--- src/tm_depth_pkg.sv ---
/*
 * Shared definitions of the depth accumulator.
 * - level count and the ID width of each hierarchy level
 * - count width and enqueue FIFO depth
 * - count and clear address types
 * - state encoding of the init sequencer
 */
`default_nettype none

package tm_depth_pkg;

	localparam int NUM_LEVELS = 4;

	localparam int QUEUE_ID_W = 6;
	localparam int CONN_ID_W  = 5;
	localparam int GROUP_ID_W = 4;
	localparam int PORT_ID_W  = 3;

	// indexed by level: queue, connection, group, port.
	localparam int LEVEL_ID_W [NUM_LEVELS] = '{QUEUE_ID_W, CONN_ID_W, GROUP_ID_W, PORT_ID_W};

	localparam int MAX_ID_W = QUEUE_ID_W;   // init sweep covers the widest level.

	localparam int DEPTH_W        = 8;
	localparam int ENQ_FIFO_DEPTH = 4;

	typedef logic [DEPTH_W-1:0]  depth_t;
	typedef logic [MAX_ID_W-1:0] init_id_t;

	typedef enum logic [1:0] {
		INIT_IDLE,
		INIT_CLEAR,
		INIT_DONE
	} init_state_t;

endpackage

`default_nettype wire

--- src/depth_op_if.sv ---
/*
 * One counter operation per cycle, arbiter to read-modify-write.
 * No ready signal, the sink takes every operation.
 */
`timescale 1ns/100ps
`default_nettype none

interface depth_op_if import tm_depth_pkg::*; #(
	parameter int ID_W = QUEUE_ID_W
) ();

	logic            valid;   // operation present.
	logic            dec;     // dequeue, count minus one.
	logic            clear;   // init write of zero.
	logic [ID_W-1:0] id;

	modport arb (output valid, dec, clear, id);
	modport rmw (input valid, dec, clear, id);

endinterface

`default_nettype wire

--- src/depth_init_seq.sv ---
/*
 * Init sequencer.
 * Sweeps the clear address over all IDs once after reset,
 * then holds done and raises ready.
 */
`timescale 1ns/100ps
`default_nettype none

module depth_init_seq import tm_depth_pkg::*; (
	input  logic     clk,
	input  logic     reset,
	output logic     init_busy,
	output init_id_t init_addr,
	output logic     ready
);

	init_state_t state;
	init_state_t next_state;

	always_comb begin
		next_state = state;
		case (state)
			INIT_IDLE:  next_state = INIT_CLEAR;
			INIT_CLEAR: if (&init_addr) next_state = INIT_DONE;   // last ID cleared.
			INIT_DONE:  next_state = INIT_DONE;
			default:    next_state = INIT_IDLE;
		endcase
	end

	always_ff @(posedge clk) begin
		if (reset) begin
			state     <= INIT_IDLE;
			init_addr <= '0;
			ready     <= 1'b0;
		end else begin
			state <= next_state;
			if (state == INIT_CLEAR)
				init_addr <= init_addr + init_id_t'(1);
			ready <= (state == INIT_DONE);   // one cycle behind done.
		end
	end

	assign init_busy = (state == INIT_CLEAR);

endmodule

`default_nettype wire

--- src/depth_req_fifo.sv ---
/*
 * Small synchronous FIFO for the enqueue IDs of one level.
 * Circular buffer with read and write pointers and an occupancy count,
 * first-word fall-through output.
 */
`timescale 1ns/100ps
`default_nettype none

module depth_req_fifo import tm_depth_pkg::*; #(
	parameter int ID_W  = QUEUE_ID_W,
	parameter int DEPTH = ENQ_FIFO_DEPTH
) (
	input  logic            clk,
	input  logic            reset,
	input  logic            push,
	input  logic [ID_W-1:0] din,
	input  logic            pop,
	output logic [ID_W-1:0] dout,
	output logic            empty
);

	localparam int PTR_W = (DEPTH > 1) ? $clog2(DEPTH) : 1;
	localparam int CNT_W = $clog2(DEPTH + 1);

	logic [ID_W-1:0]  mem [DEPTH];
	logic [PTR_W-1:0] wr_ptr;
	logic [PTR_W-1:0] rd_ptr;
	logic [CNT_W-1:0] count;

	always_ff @(posedge clk) begin
		if (push)
			mem[wr_ptr] <= din;
	end

	always_ff @(posedge clk) begin
		if (reset) begin
			wr_ptr <= '0;
			rd_ptr <= '0;
			count  <= '0;
		end else begin
			if (push)
				wr_ptr <= (wr_ptr == PTR_W'(DEPTH - 1)) ? '0 : wr_ptr + PTR_W'(1);
			if (pop)
				rd_ptr <= (rd_ptr == PTR_W'(DEPTH - 1)) ? '0 : rd_ptr + PTR_W'(1);
			case ({push, pop})
				2'b10:   count <= count + CNT_W'(1);
				2'b01:   count <= count - CNT_W'(1);
				default: count <= count;   // both or none.
			endcase
		end
	end

	assign dout  = mem[rd_ptr];   // head visible without a read.
	assign empty = (count == '0);

endmodule

`default_nettype wire

--- src/depth_arbiter.sv ---
/*
 * Per-level arbiter.
 * Registers the request inputs, queues enqueue IDs in a FIFO and
 * picks one operation per cycle: clear during init, then dequeue,
 * then the oldest waiting enqueue.
 */
`timescale 1ns/100ps
`default_nettype none

module depth_arbiter import tm_depth_pkg::*; #(
	parameter int ID_W = QUEUE_ID_W
) (
	input  logic            clk,
	input  logic            reset,
	input  logic            init_busy,
	input  init_id_t        init_addr,
	input  logic            enq,
	input  logic [ID_W-1:0] enq_id,
	input  logic            deq,
	input  logic [ID_W-1:0] deq_id,
	depth_op_if.arb         op
);

	logic            enq_r;
	logic [ID_W-1:0] enq_id_r;
	logic            deq_r;
	logic [ID_W-1:0] deq_id_r;
	logic            fifo_pop;
	logic            fifo_empty;
	logic [ID_W-1:0] fifo_dout;

	always_ff @(posedge clk) begin
		if (reset) begin
			enq_r <= 1'b0;
			deq_r <= 1'b0;
		end else begin
			enq_r <= enq;
			deq_r <= deq;
		end
	end

	always_ff @(posedge clk) begin
		enq_id_r <= enq_id;
		deq_id_r <= deq_id;
	end

	depth_req_fifo #(
		.ID_W  (ID_W),
		.DEPTH (ENQ_FIFO_DEPTH)
	) fifo0 (
		.clk   (clk),
		.reset (reset),
		.push  (enq_r),
		.din   (enq_id_r),
		.pop   (fifo_pop),
		.dout  (fifo_dout),
		.empty (fifo_empty)
	);

	// a dequeue always wins over a waiting enqueue.
	assign fifo_pop = !init_busy && !deq_r && !fifo_empty;

	assign op.valid = init_busy || deq_r || !fifo_empty;
	assign op.clear = init_busy;
	assign op.dec   = !init_busy && deq_r;

	always_comb begin
		if (init_busy)
			op.id = init_addr[ID_W-1:0];   // low bits for this level.
		else if (deq_r)
			op.id = deq_id_r;
		else
			op.id = fifo_dout;
	end

endmodule

`default_nettype wire

--- src/depth_counter_ram.sv ---
/*
 * One-read one-write synchronous memory.
 * Read data one cycle after the address; a read and a write to
 * the same address in one cycle return the old word.
 */
`timescale 1ns/100ps
`default_nettype none

module depth_counter_ram #(
	parameter int ADDR_W = 6,
	parameter int DATA_W = 8
) (
	input  logic              clk,
	input  logic              wr,
	input  logic [ADDR_W-1:0] waddr,
	input  logic [DATA_W-1:0] din,
	input  logic [ADDR_W-1:0] raddr,
	output logic [DATA_W-1:0] dout
);

	logic [DATA_W-1:0] mem [2**ADDR_W];

	always_ff @(posedge clk) begin
		if (wr)
			mem[waddr] <= din;
		dout <= mem[raddr];
	end

endmodule

`default_nettype wire

--- src/depth_rmw.sv ---
/*
 * Per-level read-modify-write of the count memory.
 * stage 0 reads, stage 1 forwards and updates, stage 2 writes.
 * Ack and the new count of an enqueue leave one cycle after the write.
 */
`timescale 1ns/100ps
`default_nettype none

module depth_rmw import tm_depth_pkg::*; #(
	parameter int ID_W = QUEUE_ID_W
) (
	input  logic    clk,
	input  logic    reset,
	depth_op_if.rmw op,
	output logic    ack,
	output depth_t  depth
);

	logic            s1_valid;
	logic            s1_dec;
	logic            s1_clear;
	logic [ID_W-1:0] s1_id;
	logic            fwd_near;   // stage 2 holds the same ID.
	logic            fwd_far;    // write of the cycle before.
	depth_t          ram_dout;
	depth_t          cur_cnt;
	depth_t          new_cnt;
	logic            s2_valid;
	logic            s2_enq;
	logic [ID_W-1:0] s2_id;
	depth_t          s2_wdata;
	depth_t          s3_wdata;

	depth_counter_ram #(
		.ADDR_W (ID_W),
		.DATA_W (DEPTH_W)
	) ram0 (
		.clk   (clk),
		.wr    (s2_valid),
		.waddr (s2_id),
		.din   (s2_wdata),
		.raddr (op.id),
		.dout  (ram_dout)
	);

	// freshest value wins, the memory word may be two writes stale.
	assign cur_cnt = fwd_near ? s2_wdata :
		fwd_far ? s3_wdata :
		ram_dout;

	always_comb begin
		if (s1_clear)
			new_cnt = '0;
		else if (s1_dec)
			new_cnt = cur_cnt - depth_t'(1);
		else
			new_cnt = cur_cnt + depth_t'(1);
	end

	always_ff @(posedge clk) begin
		if (reset) begin
			s1_valid <= 1'b0;
			s2_valid <= 1'b0;
			s2_enq   <= 1'b0;
			ack      <= 1'b0;
		end else begin
			s1_valid <= op.valid;
			s2_valid <= s1_valid;
			s2_enq   <= s1_valid && !s1_dec && !s1_clear;
			ack      <= s2_enq;
		end
	end

	always_ff @(posedge clk) begin
		s1_dec   <= op.dec;
		s1_clear <= op.clear;
		s1_id    <= op.id;
		fwd_near <= s1_valid && (s1_id == op.id);   // sampled with the read.
		fwd_far  <= s2_valid && (s2_id == op.id);
		s2_id    <= s1_id;
		s2_wdata <= new_cnt;
		s3_wdata <= s2_wdata;
		if (s2_enq)
			depth <= s2_wdata;   // count after the increment.
	end

endmodule

`default_nettype wire

--- src/tm_depth_acc.sv ---
/*
 * Depth accumulator top level.
 * Init sequencer plus one arbiter and read-modify-write slice per
 * hierarchy level: queue, connection, connection group, port queue.
 */
`timescale 1ns/100ps
`default_nettype none

module tm_depth_acc import tm_depth_pkg::*; (
	input  logic                  clk,
	input  logic                  reset,
	output logic                  ready,

	input  logic                  queue_enq,
	input  logic [QUEUE_ID_W-1:0] queue_id,
	input  logic                  conn_enq,
	input  logic [CONN_ID_W-1:0]  conn_id,
	input  logic                  group_enq,
	input  logic [GROUP_ID_W-1:0] group_id,
	input  logic                  port_enq,
	input  logic [PORT_ID_W-1:0]  port_id,

	input  logic                  deq,
	input  logic [QUEUE_ID_W-1:0] deq_queue_id,
	input  logic [CONN_ID_W-1:0]  deq_conn_id,
	input  logic [GROUP_ID_W-1:0] deq_group_id,
	input  logic [PORT_ID_W-1:0]  deq_port_id,

	output logic                  queue_ack,
	output depth_t                queue_depth,
	output logic                  conn_ack,
	output depth_t                conn_depth,
	output logic                  group_ack,
	output depth_t                group_depth,
	output logic                  port_ack,
	output depth_t                port_depth
);

	logic                  init_busy;
	init_id_t              init_addr;
	logic [NUM_LEVELS-1:0] lvl_enq;
	logic [NUM_LEVELS-1:0] lvl_ack;
	logic [MAX_ID_W-1:0]   lvl_enq_id [NUM_LEVELS];   // zero extended IDs.
	logic [MAX_ID_W-1:0]   lvl_deq_id [NUM_LEVELS];
	depth_t                lvl_depth  [NUM_LEVELS];

	assign lvl_enq = {port_enq, group_enq, conn_enq, queue_enq};

	assign lvl_enq_id[0] = queue_id;
	assign lvl_enq_id[1] = MAX_ID_W'(conn_id);
	assign lvl_enq_id[2] = MAX_ID_W'(group_id);
	assign lvl_enq_id[3] = MAX_ID_W'(port_id);

	assign lvl_deq_id[0] = deq_queue_id;
	assign lvl_deq_id[1] = MAX_ID_W'(deq_conn_id);
	assign lvl_deq_id[2] = MAX_ID_W'(deq_group_id);
	assign lvl_deq_id[3] = MAX_ID_W'(deq_port_id);

	depth_init_seq init0 (
		.clk       (clk),
		.reset     (reset),
		.init_busy (init_busy),
		.init_addr (init_addr),
		.ready     (ready)
	);

	for (genvar g = 0; g < NUM_LEVELS; g++) begin : lvl
		depth_op_if #(.ID_W(LEVEL_ID_W[g])) op_if ();

		depth_arbiter #(.ID_W(LEVEL_ID_W[g])) arb0 (
			.clk       (clk),
			.reset     (reset),
			.init_busy (init_busy),
			.init_addr (init_addr),
			.enq       (lvl_enq[g]),
			.enq_id    (lvl_enq_id[g][LEVEL_ID_W[g]-1:0]),
			.deq       (deq),   // one dequeue hits every level.
			.deq_id    (lvl_deq_id[g][LEVEL_ID_W[g]-1:0]),
			.op        (op_if.arb)
		);

		depth_rmw #(.ID_W(LEVEL_ID_W[g])) rmw0 (
			.clk   (clk),
			.reset (reset),
			.op    (op_if.rmw),
			.ack   (lvl_ack[g]),
			.depth (lvl_depth[g])
		);
	end

	assign {port_ack, group_ack, conn_ack, queue_ack} = lvl_ack;

	assign queue_depth = lvl_depth[0];
	assign conn_depth  = lvl_depth[1];
	assign group_depth = lvl_depth[2];
	assign port_depth  = lvl_depth[3];

endmodule

`default_nettype wire

--- config.mk ---
export PLATFORM = sky130hd
export DESIGN_NAME = tm_depth_acc
export DESIGN_NICKNAME = d
export VERILOG_FILES = /design/src/tm_depth_pkg.sv /design/src/depth_op_if.sv /design/src/depth_init_seq.sv /design/src/depth_req_fifo.sv /design/src/depth_arbiter.sv /design/src/depth_counter_ram.sv /design/src/depth_rmw.sv /design/src/tm_depth_acc.sv
export SDC_FILE = /design/constraint.sdc
export NUM_CORES = 2
export LEC_CHECK = 0
export ABC_CLOCK_PERIOD_IN_PS = 4780
export BUFFER_PORTS_ARGS = -buffer_cell sky130_fd_sc_hd__buf_2
export CORE_MARGIN = 10
export CORE_UTILIZATION = 31
export CTS_CLUSTER_SIZE = 28
export DETAILED_ROUTE_END_ITERATION = 8
export PLACE_DENSITY = 0.52
export SYNTH_ARGS = -nofsm -noshare
export SYNTH_HDL_FRONTEND = slang
export SYNTH_HIERARCHICAL = 1
export SYNTH_SLANG_ARGS = --single-unit
--- constraint.sdc ---
create_clock -name clk -period 4.78 [get_ports clk]
set_input_delay 0.717 -clock clk [delete_from_list [all_inputs] [get_ports clk]]
set_output_delay 0.717 -clock clk [all_outputs]
set_load 0.01 [all_outputs]
; Word level (Yosys, flattened, before mapping)
; Memory sizes are Yosys's and may differ from the RTL's. A register that Yosys moved wholly into a read port is not among the register bits.
; Cells that the tools add are included.
; Widths: inputs -> output; s select.
[totals]
in_bits = 43
n_memories = 8
ff_bits = 236
ramBits = 1032
word_cells = 237
out_inout_bits = 37
[op_classes]
n_eq_ne = 27
addsub = 25
mux = 58
n_reduce_logical = 45
[mem_list]
columns = memory, words, width, read_ports, rd_clocked_by_memory_dff, write_ports, line
row1 = lvl[0].rmw0.ram0.mem, 64, 8, 1, 1, 1, depth_counter_ram.sv:21  ; logic [DATA_W-1:0] mem [2**ADDR_W];
row2 = lvl[1].rmw0.ram0.mem, 32, 8, 1, 1, 1, depth_counter_ram.sv:21
row3 = lvl[2].rmw0.ram0.mem, 16, 8, 1, 1, 1, depth_counter_ram.sv:21
row4 = lvl[3].rmw0.ram0.mem, 8, 8, 1, 1, 1, depth_counter_ram.sv:21
row5 = lvl[0].arb0.fifo0.mem, 4, 6, 1, 1, 1, depth_req_fifo.sv:25  ; logic [ID_W-1:0] mem [DEPTH];
row6 = lvl[1].arb0.fifo0.mem, 4, 5, 1, 1, 1, depth_req_fifo.sv:25
row7 = 2 more memories, n/a, n/a, n/a, n/a, n/a, n/a
[op_table]
columns = cell, n
row1 = $mux 8, 12
row2 = $mux 2, 17
row3 = $add 8x1->8 const B, 4
row4 = $sub 8x1->8 const B, 4
row5 = $eq 2x2->1 const B, 13
row6 = $pmux 3 s2, 4
row7 = $logic_and 1x1->1, 22
row8 = $add 2x1->2 const B, 8
row9 = $mux 1, 16
row10 = $add 3x1->3 const B, 4
row11 = $eq 6x6->1, 2
row12 = $logic_not 3->1, 4
row13 = $mux 6, 2
row14 = $sub 3x1->3 const B, 4
row15 = $eq 2x1->1 const B, 5
row16 = $eq 5x5->1, 2
row17 = $mux 5, 2
row18 = $eq 4x4->1, 2
row19 = $logic_not 1->1, 8
row20 = $mux 4, 2
row21 = $reduce_bool 2->1, 4
row22 = $add 6x1->6 const B, 1
row23 = $eq 3x3->1, 2
row24 = $mux 3, 2
row25 = other kinds (5), 9

; Depth between registers and ports, before layout
[logic_depth]
word_depth = 6
ltp_mapped = 14
depth_no_buf = 9

; Cells and area by module
; Netlist, hierarchy kept.
[modules_own_cells]
columns = mod, seq_area_each_um2, n_inst, cells_per_inst, area_each_um2
row1 = depth_counter_ram at lvl[0].rmw0.ram0, 15534.9, 1, 940, 20166.8
row2 = depth_counter_ram at lvl[1].rmw0.ram0, 7847.5, 1, 417, 10053.4
row3 = depth_counter_ram at lvl[2].rmw0.ram0, 4003.8, 1, 229, 5147.4
row4 = depth_counter_ram at lvl[3].rmw0.ram0, 2082.0, 1, 114, 2691.3
row5 = depth_rmw at lvl[0].rmw0, 960.9, 1, 145, 1699.1
row6 = depth_rmw at lvl[1].rmw0, 920.9, 1, 140, 1634.1
row7 = depth_rmw at lvl[2].rmw0, 880.8, 1, 141, 1590.3
row8 = depth_rmw at lvl[3].rmw0, 840.8, 1, 135, 1525.2
row9 = depth_req_fifo at lvl[0].arb0.fifo0, 900.9, 1, 77, 1306.3
row10 = depth_req_fifo at lvl[1].arb0.fifo0, 780.7, 1, 73, 1166.1
row11 = depth_req_fifo at lvl[2].arb0.fifo0, 660.6, 1, 67, 1019.7
row12 = depth_req_fifo at lvl[3].arb0.fifo0, 540.5, 1, 61, 867.1
row13 = depth_arbiter at lvl[0].arb0, 280.3, 1, 41, 454.2
row14 = depth_init_seq, 180.2, 1, 49, 451.7
row15 = 3 more rows, n/a, n/a, n/a, n/a

; Least setup slack after synthesis
; OpenSTA, ideal clock, no wires.
[synth_path]
path_kind = reg-to-reg
from = reg init0.state[1]
to = reg lvl[1].rmw0.ram0.dout[0], read port of lvl[1].rmw0.ram0.mem
synth_period_minus_slack_ns = 3.110
slack_ns = 1.670
n_path_buf = 3
setup_ns = 0.121
required_time_ns = 4.659
arrival_ns = 2.990
path_stages_with_launch = 11
cell_sequence = dfxtp_1 inv_1 ha_1 buf_6 nand2_1 o21ai_1 clkbuf_1 clkbuf_1 mux4_2 mux4_2 mux2_2
[synth_via]
elab_chain_len = 2
[synth_rtl]
columns = item, line
row1 = "start, declared", depth_init_seq.sv:17  ; init_state_t state;
row2 = "start signal, assigned", depth_init_seq.sv:36  ; state <= next_state;
row3 = $eq 2x1->1, depth_init_seq.sv:43  ; assign init_busy = (state == INIT_CLEAR);
row4 = named net init_busy, tm_depth_acc.sv:39  ; logic init_busy;
row5 = $mux 5, depth_arbiter.sv:68  ; if (init_busy)
row6 = named net lvl[1].op_if.id[2], depth_op_if.sv:15  ; logic [ID_W-1:0] id;
row7 = "end, declared", depth_counter_ram.sv:18  ; output logic [DATA_W-1:0] dout
; The timed path passes the listed nets, and every way through them passes these cells.
; A chain may end at the register's enable or synchronous reset.

==> impl_metrics.csv <==
group,metric,value,unit
placement,port_buffers,79,
worst_setup_path,required,5.42,ns
yosys,synth_async_sr_flop_share,0,
drt,via_per_inst,4.81,
flow_run,max_cap_violations,0,
yosys,synth_nets,2825,
sta,setup_viol_count_final,0,
yosys,syn_area,0.0508,mm2
die,io_pins,80,
yosys,synth_top_area_frac,0.629,
worst_setup_path,critical_path.endpoint,"lvl[0].rmw0/ram0/dout[1]",
clock_tree,clock-sinks,1317,
worst_setup_path,r2r_slack,1.06,ns
grt,grt_pass1_vias,25800,
placement,routabilityCongestion,0.772,
grt,antenna_found_initial,5,
sta,tightest_slew,1.20,ns
power_and_ir_drop,p_per_area,614,mW/mm2
worst_setup_path,r2r_cells,9,
power_and_ir_drop,p_leak,18.9,nW
yosys,synth-adder-area-share,0.0160,
min_path,min_path_type,"in -> reg",
sta,rsz0062_at_grt,"false",
finish,instances_no_fill,5213,
sta,slew_headroom,0.200,
power_and_ir_drop,total_power,36.0,mW
sta,fin_crit_sh,0.779,
worst_setup_path,crit_type,"reg -> reg",
placement,dp.cells,4916,
finish,syn_to_final_growth,15.5,%
die,die-area,0.180,mm2
clock_tree,cts_tree,"built",
clock_tree,clk_path_buf_depth,3,
worst_setup_path,cp-start-kind,"register",
clock_tree,numCtsBuffers,145,
yosys,synth_top_family_by_area,"multiplexers",
clock_tree,ctsResizeCount,0,
drt,drt_iter0_drc,1894,
yosys,synth.largest_area_cell,"edfxtp_1",
grt,grt_max_degree,69,
power_and_ir_drop,peakVddDrop,0.000542,V
finish,nNetsFinal,3013,
worst_setup_path,r2r_end,"lvl[0].rmw0/ram0/dout[1]",
yosys,syn-mean-instance-area,18.7,um2
sta,fin_crit,3.72,ns
die,die_h,425,um
sta,maxSlewViolCount,0,
worst_setup_path,end_kind,"register",
yosys,synth_simple_gate_area_frac,0.0489,
yosys,ys_top_cells_by_area,"edfxtp_1, mux4_2, dfxtp_1, mux2i_1, mux4_1",
worst_setup_path,arrival,4.37,ns
finish,layout-drive-gt1-share,0.219,
clock_tree,clk-insertion-delay-late,0.77,ns
yosys,ys_seq_elements,1317,
clock_tree,root_buffer,"clkbuf_16",
sta,final.setup.tns,0,ns
yosys,synth_xor_area_frac,0.00811,
sta,clock_skew,0.0353,ns
yosys,synth_edf_count,1064,
yosys,synth_flop_cell,"edfxtp_1",
run_status,status,"finished, final reports clean",
yosys,ys_types,71,
drt,route.detailed.drc,0,
clock_tree,cts_max_level,4,
die,fp.dieW,425,um
drt,wl_per_cell,22.3,um
grt,grt_pass1_wl,173,mm
grt,grt_usage,0.127,
die,fp.coreArea,0.163,mm2
die,rows,148,
worst_setup_path,cp_max_fo,12,
drt,finalWirelength,116,mm
yosys,synthMuxAreaShare,0.148,
grt,overflow,0,
drt,via_count,25100,
yosys,syn_inst,2722,
sta,finalHoldViolations,0,
yosys,synth_warnings,6,
drt,ant_nets,0,
yosys,seq_area_frac_synth,0.729,
yosys,synth_compound_area_frac,0.0303,
drt,dr.pass1.iters,5,
finish,fillers,15100,
die,start_util,0.312,
clock_tree,clk_pin_slew,0.06,ns
placement,dp_hpwl,72.1,mm
sta,fmax,269,MHz
metrics by stage:
| step | cell area, um2 | hold slack, ns | utilization | setup slack (ns) |
|---|---|---|---|---|
| 3_3_place_gp | 53800 | 0.335 | 0.330 | 1.05 |
| 5_1_grt | 58600 | 0.0220 | 0.360 | 0.814 |
| 2_1_floorplan | 50800 | 0.331 | - | 1.67 |
| 4_1_cts | 58600 | 0.00201 | 0.360 | 0.964 |
| 3_5_place_dp | 53800 | 0.340 | 0.330 | 0.995 |
| 6_report | 58600 | 0.0646 | 0.360 | 1.06 |
per-layer routing:
| layer | routed length, um | global-route usage | share of wire | vias to the layer above |
|---|---|---|---|---|
| met3 | 5280 | 0.0237 | 0.045 | 163 |
| met5 | 0 | 0 | 0 | - |
| met4 | 2340 | 0.0364 | 0.020 | 0 |
| met2 | 57500 | 0.210 | 0.49 | 558 |
| met1 | 51400 | 0.171 | 0.44 | 13100 |
| li1 | - | - | - | 11200 |
repair_timing:
item	in CTS	in global routing
endpoints found under the hold margin	22	0
hold buffers	22	0
setup buffers	0	0
registers in the layout, indices dropped and copies added, names as in the netlist, 6 cells and up, named ones only:
name	count
init0/init_addr	6
lvl.arb0/deq_id_r	18
lvl.arb0/enq_id_r	18
lvl.arb0/fifo0/count	12
lvl.arb0/fifo0/mem	72
lvl.arb0/fifo0/rd_ptr	8
lvl.arb0/fifo0/wr_ptr	8
lvl.rmw0/depth	32
lvl.rmw0/ram0/dout	32
lvl.rmw0/ram0/mem	960
lvl.rmw0/s1_id	18
lvl.rmw0/s2_id	18
lvl.rmw0/s2_wdata	32
lvl.rmw0/s3_wdata	32
Yosys cell counts, drive strengths merged, types with 18 or more instances:
library cell	count
edfxtp	1064
mux4	272
dfxtp	253
nor2	185
nand2	96
mux2i	83
buf	79
o21ai	58
nor2b	56
inv	55
ha	52
a21oi	39
mux2	38
clkbuf	36
nor3	36
xor2	33
nand3	24
a22oi	19
and2	19
nand2b	18
kinds of logic after synthesis:
logic type	count (synthesis)
DFF	1317
adders and majority gates	60
muxes	393
and+or+nand+nor	507
xor gates and xnor gates	47
buffers and inverters	173
AOI/OAI and AO/OA	225
critical path: stages, from the launching register on:
cell and delay (ns):
dfxtp_1 0.55, mux4_2 0.29, mux2i_1 0.09, o21ai_4 0.65, buf_4 0.40, mux4_2 0.57, mux2_2 0.28, o22ai_1 0.36
nand2_1 0.20, o2bb2ai_1 0.17
worst min path at each step:
stage | depth (start not counted) | slack [ns] | start | endpoint
after detailed placement | 0 | 0.34 | lvl[2].rmw0/s1_id[3] | lvl[2].rmw0/s2_id[3]
after floorplan | 0 | 0.33 | lvl[2].rmw0/s1_id[0] | lvl[2].rmw0/s2_id[0]
after global routing | 1 | 0.02 | conn_id[1] | lvl[1].arb0/enq_id_r[1]
after CTS | 1 | 0.002 | conn_id[1] | lvl[1].arb0/enq_id_r[1]
after global placement | 0 | 0.34 | lvl[2].rmw0/s1_id[3] | lvl[2].rmw0/s2_id[3]
final | 1 | 0.06 | conn_id[1] | lvl[1].arb0/enq_id_r[1]
cells in the final DEF, fill, tap and decap left out, drive strengths merged, types with 6 or more instances in the layout:
| cell type | n |
|---|---|
| edfxtp | 1064 |
| mux4 | 272 |
| dfxtp | 253 |
| clkbuf | 196 |
| nor2 | 185 |
| buf | 137 |
| nand2 | 96 |
| mux2i | 83 |
| inv | 67 |
| o21ai | 58 |
| nor2b | 56 |
| clkinv | 56 |
| ha | 52 |
| a21oi | 39 |
| mux2 | 38 |
| nor3 | 36 |
| xor2 | 33 |
| nand3 | 24 |
| dlygate4sd3 | 22 |
| a22oi | 19 |
| and2 | 19 |
| nand2b | 18 |
| nor3b | 14 |
| xnor2 | 14 |
| o211ai | 14 |
| o21a | 11 |
| nand3b | 10 |
| nand4 | 10 |
| o22ai | 9 |
| fa | 8 |
| nor4 | 8 |
| o221ai | 8 |
| or3 | 7 |
| a31oi | 7 |
| a211oi | 7 |
| diode | 6 |
| a41oi | 6 |
| a221oi | 6 |
area by class of cell:
type	instances	area, um2	area share
multi-input combinational	1232	12900	0.220
clock buffer	196	4010	0.0683
inverter	55	206	0.00352
antenna	6	15.0	0.000256
sequential	1317	37000	0.631
clock inverter	73	601	0.0102
tap	2175	2720	0.0464
timing repair buffer	159	1150	0.0197
power by group:
part           leakage, nW  internal, mW  switching [mW]
sequential            11.7          14.7            1.08
combinational         4.93          4.04            5.42
clock                 2.26          6.15            4.58
No activity file was read; power rests on OpenSTA's default activity.
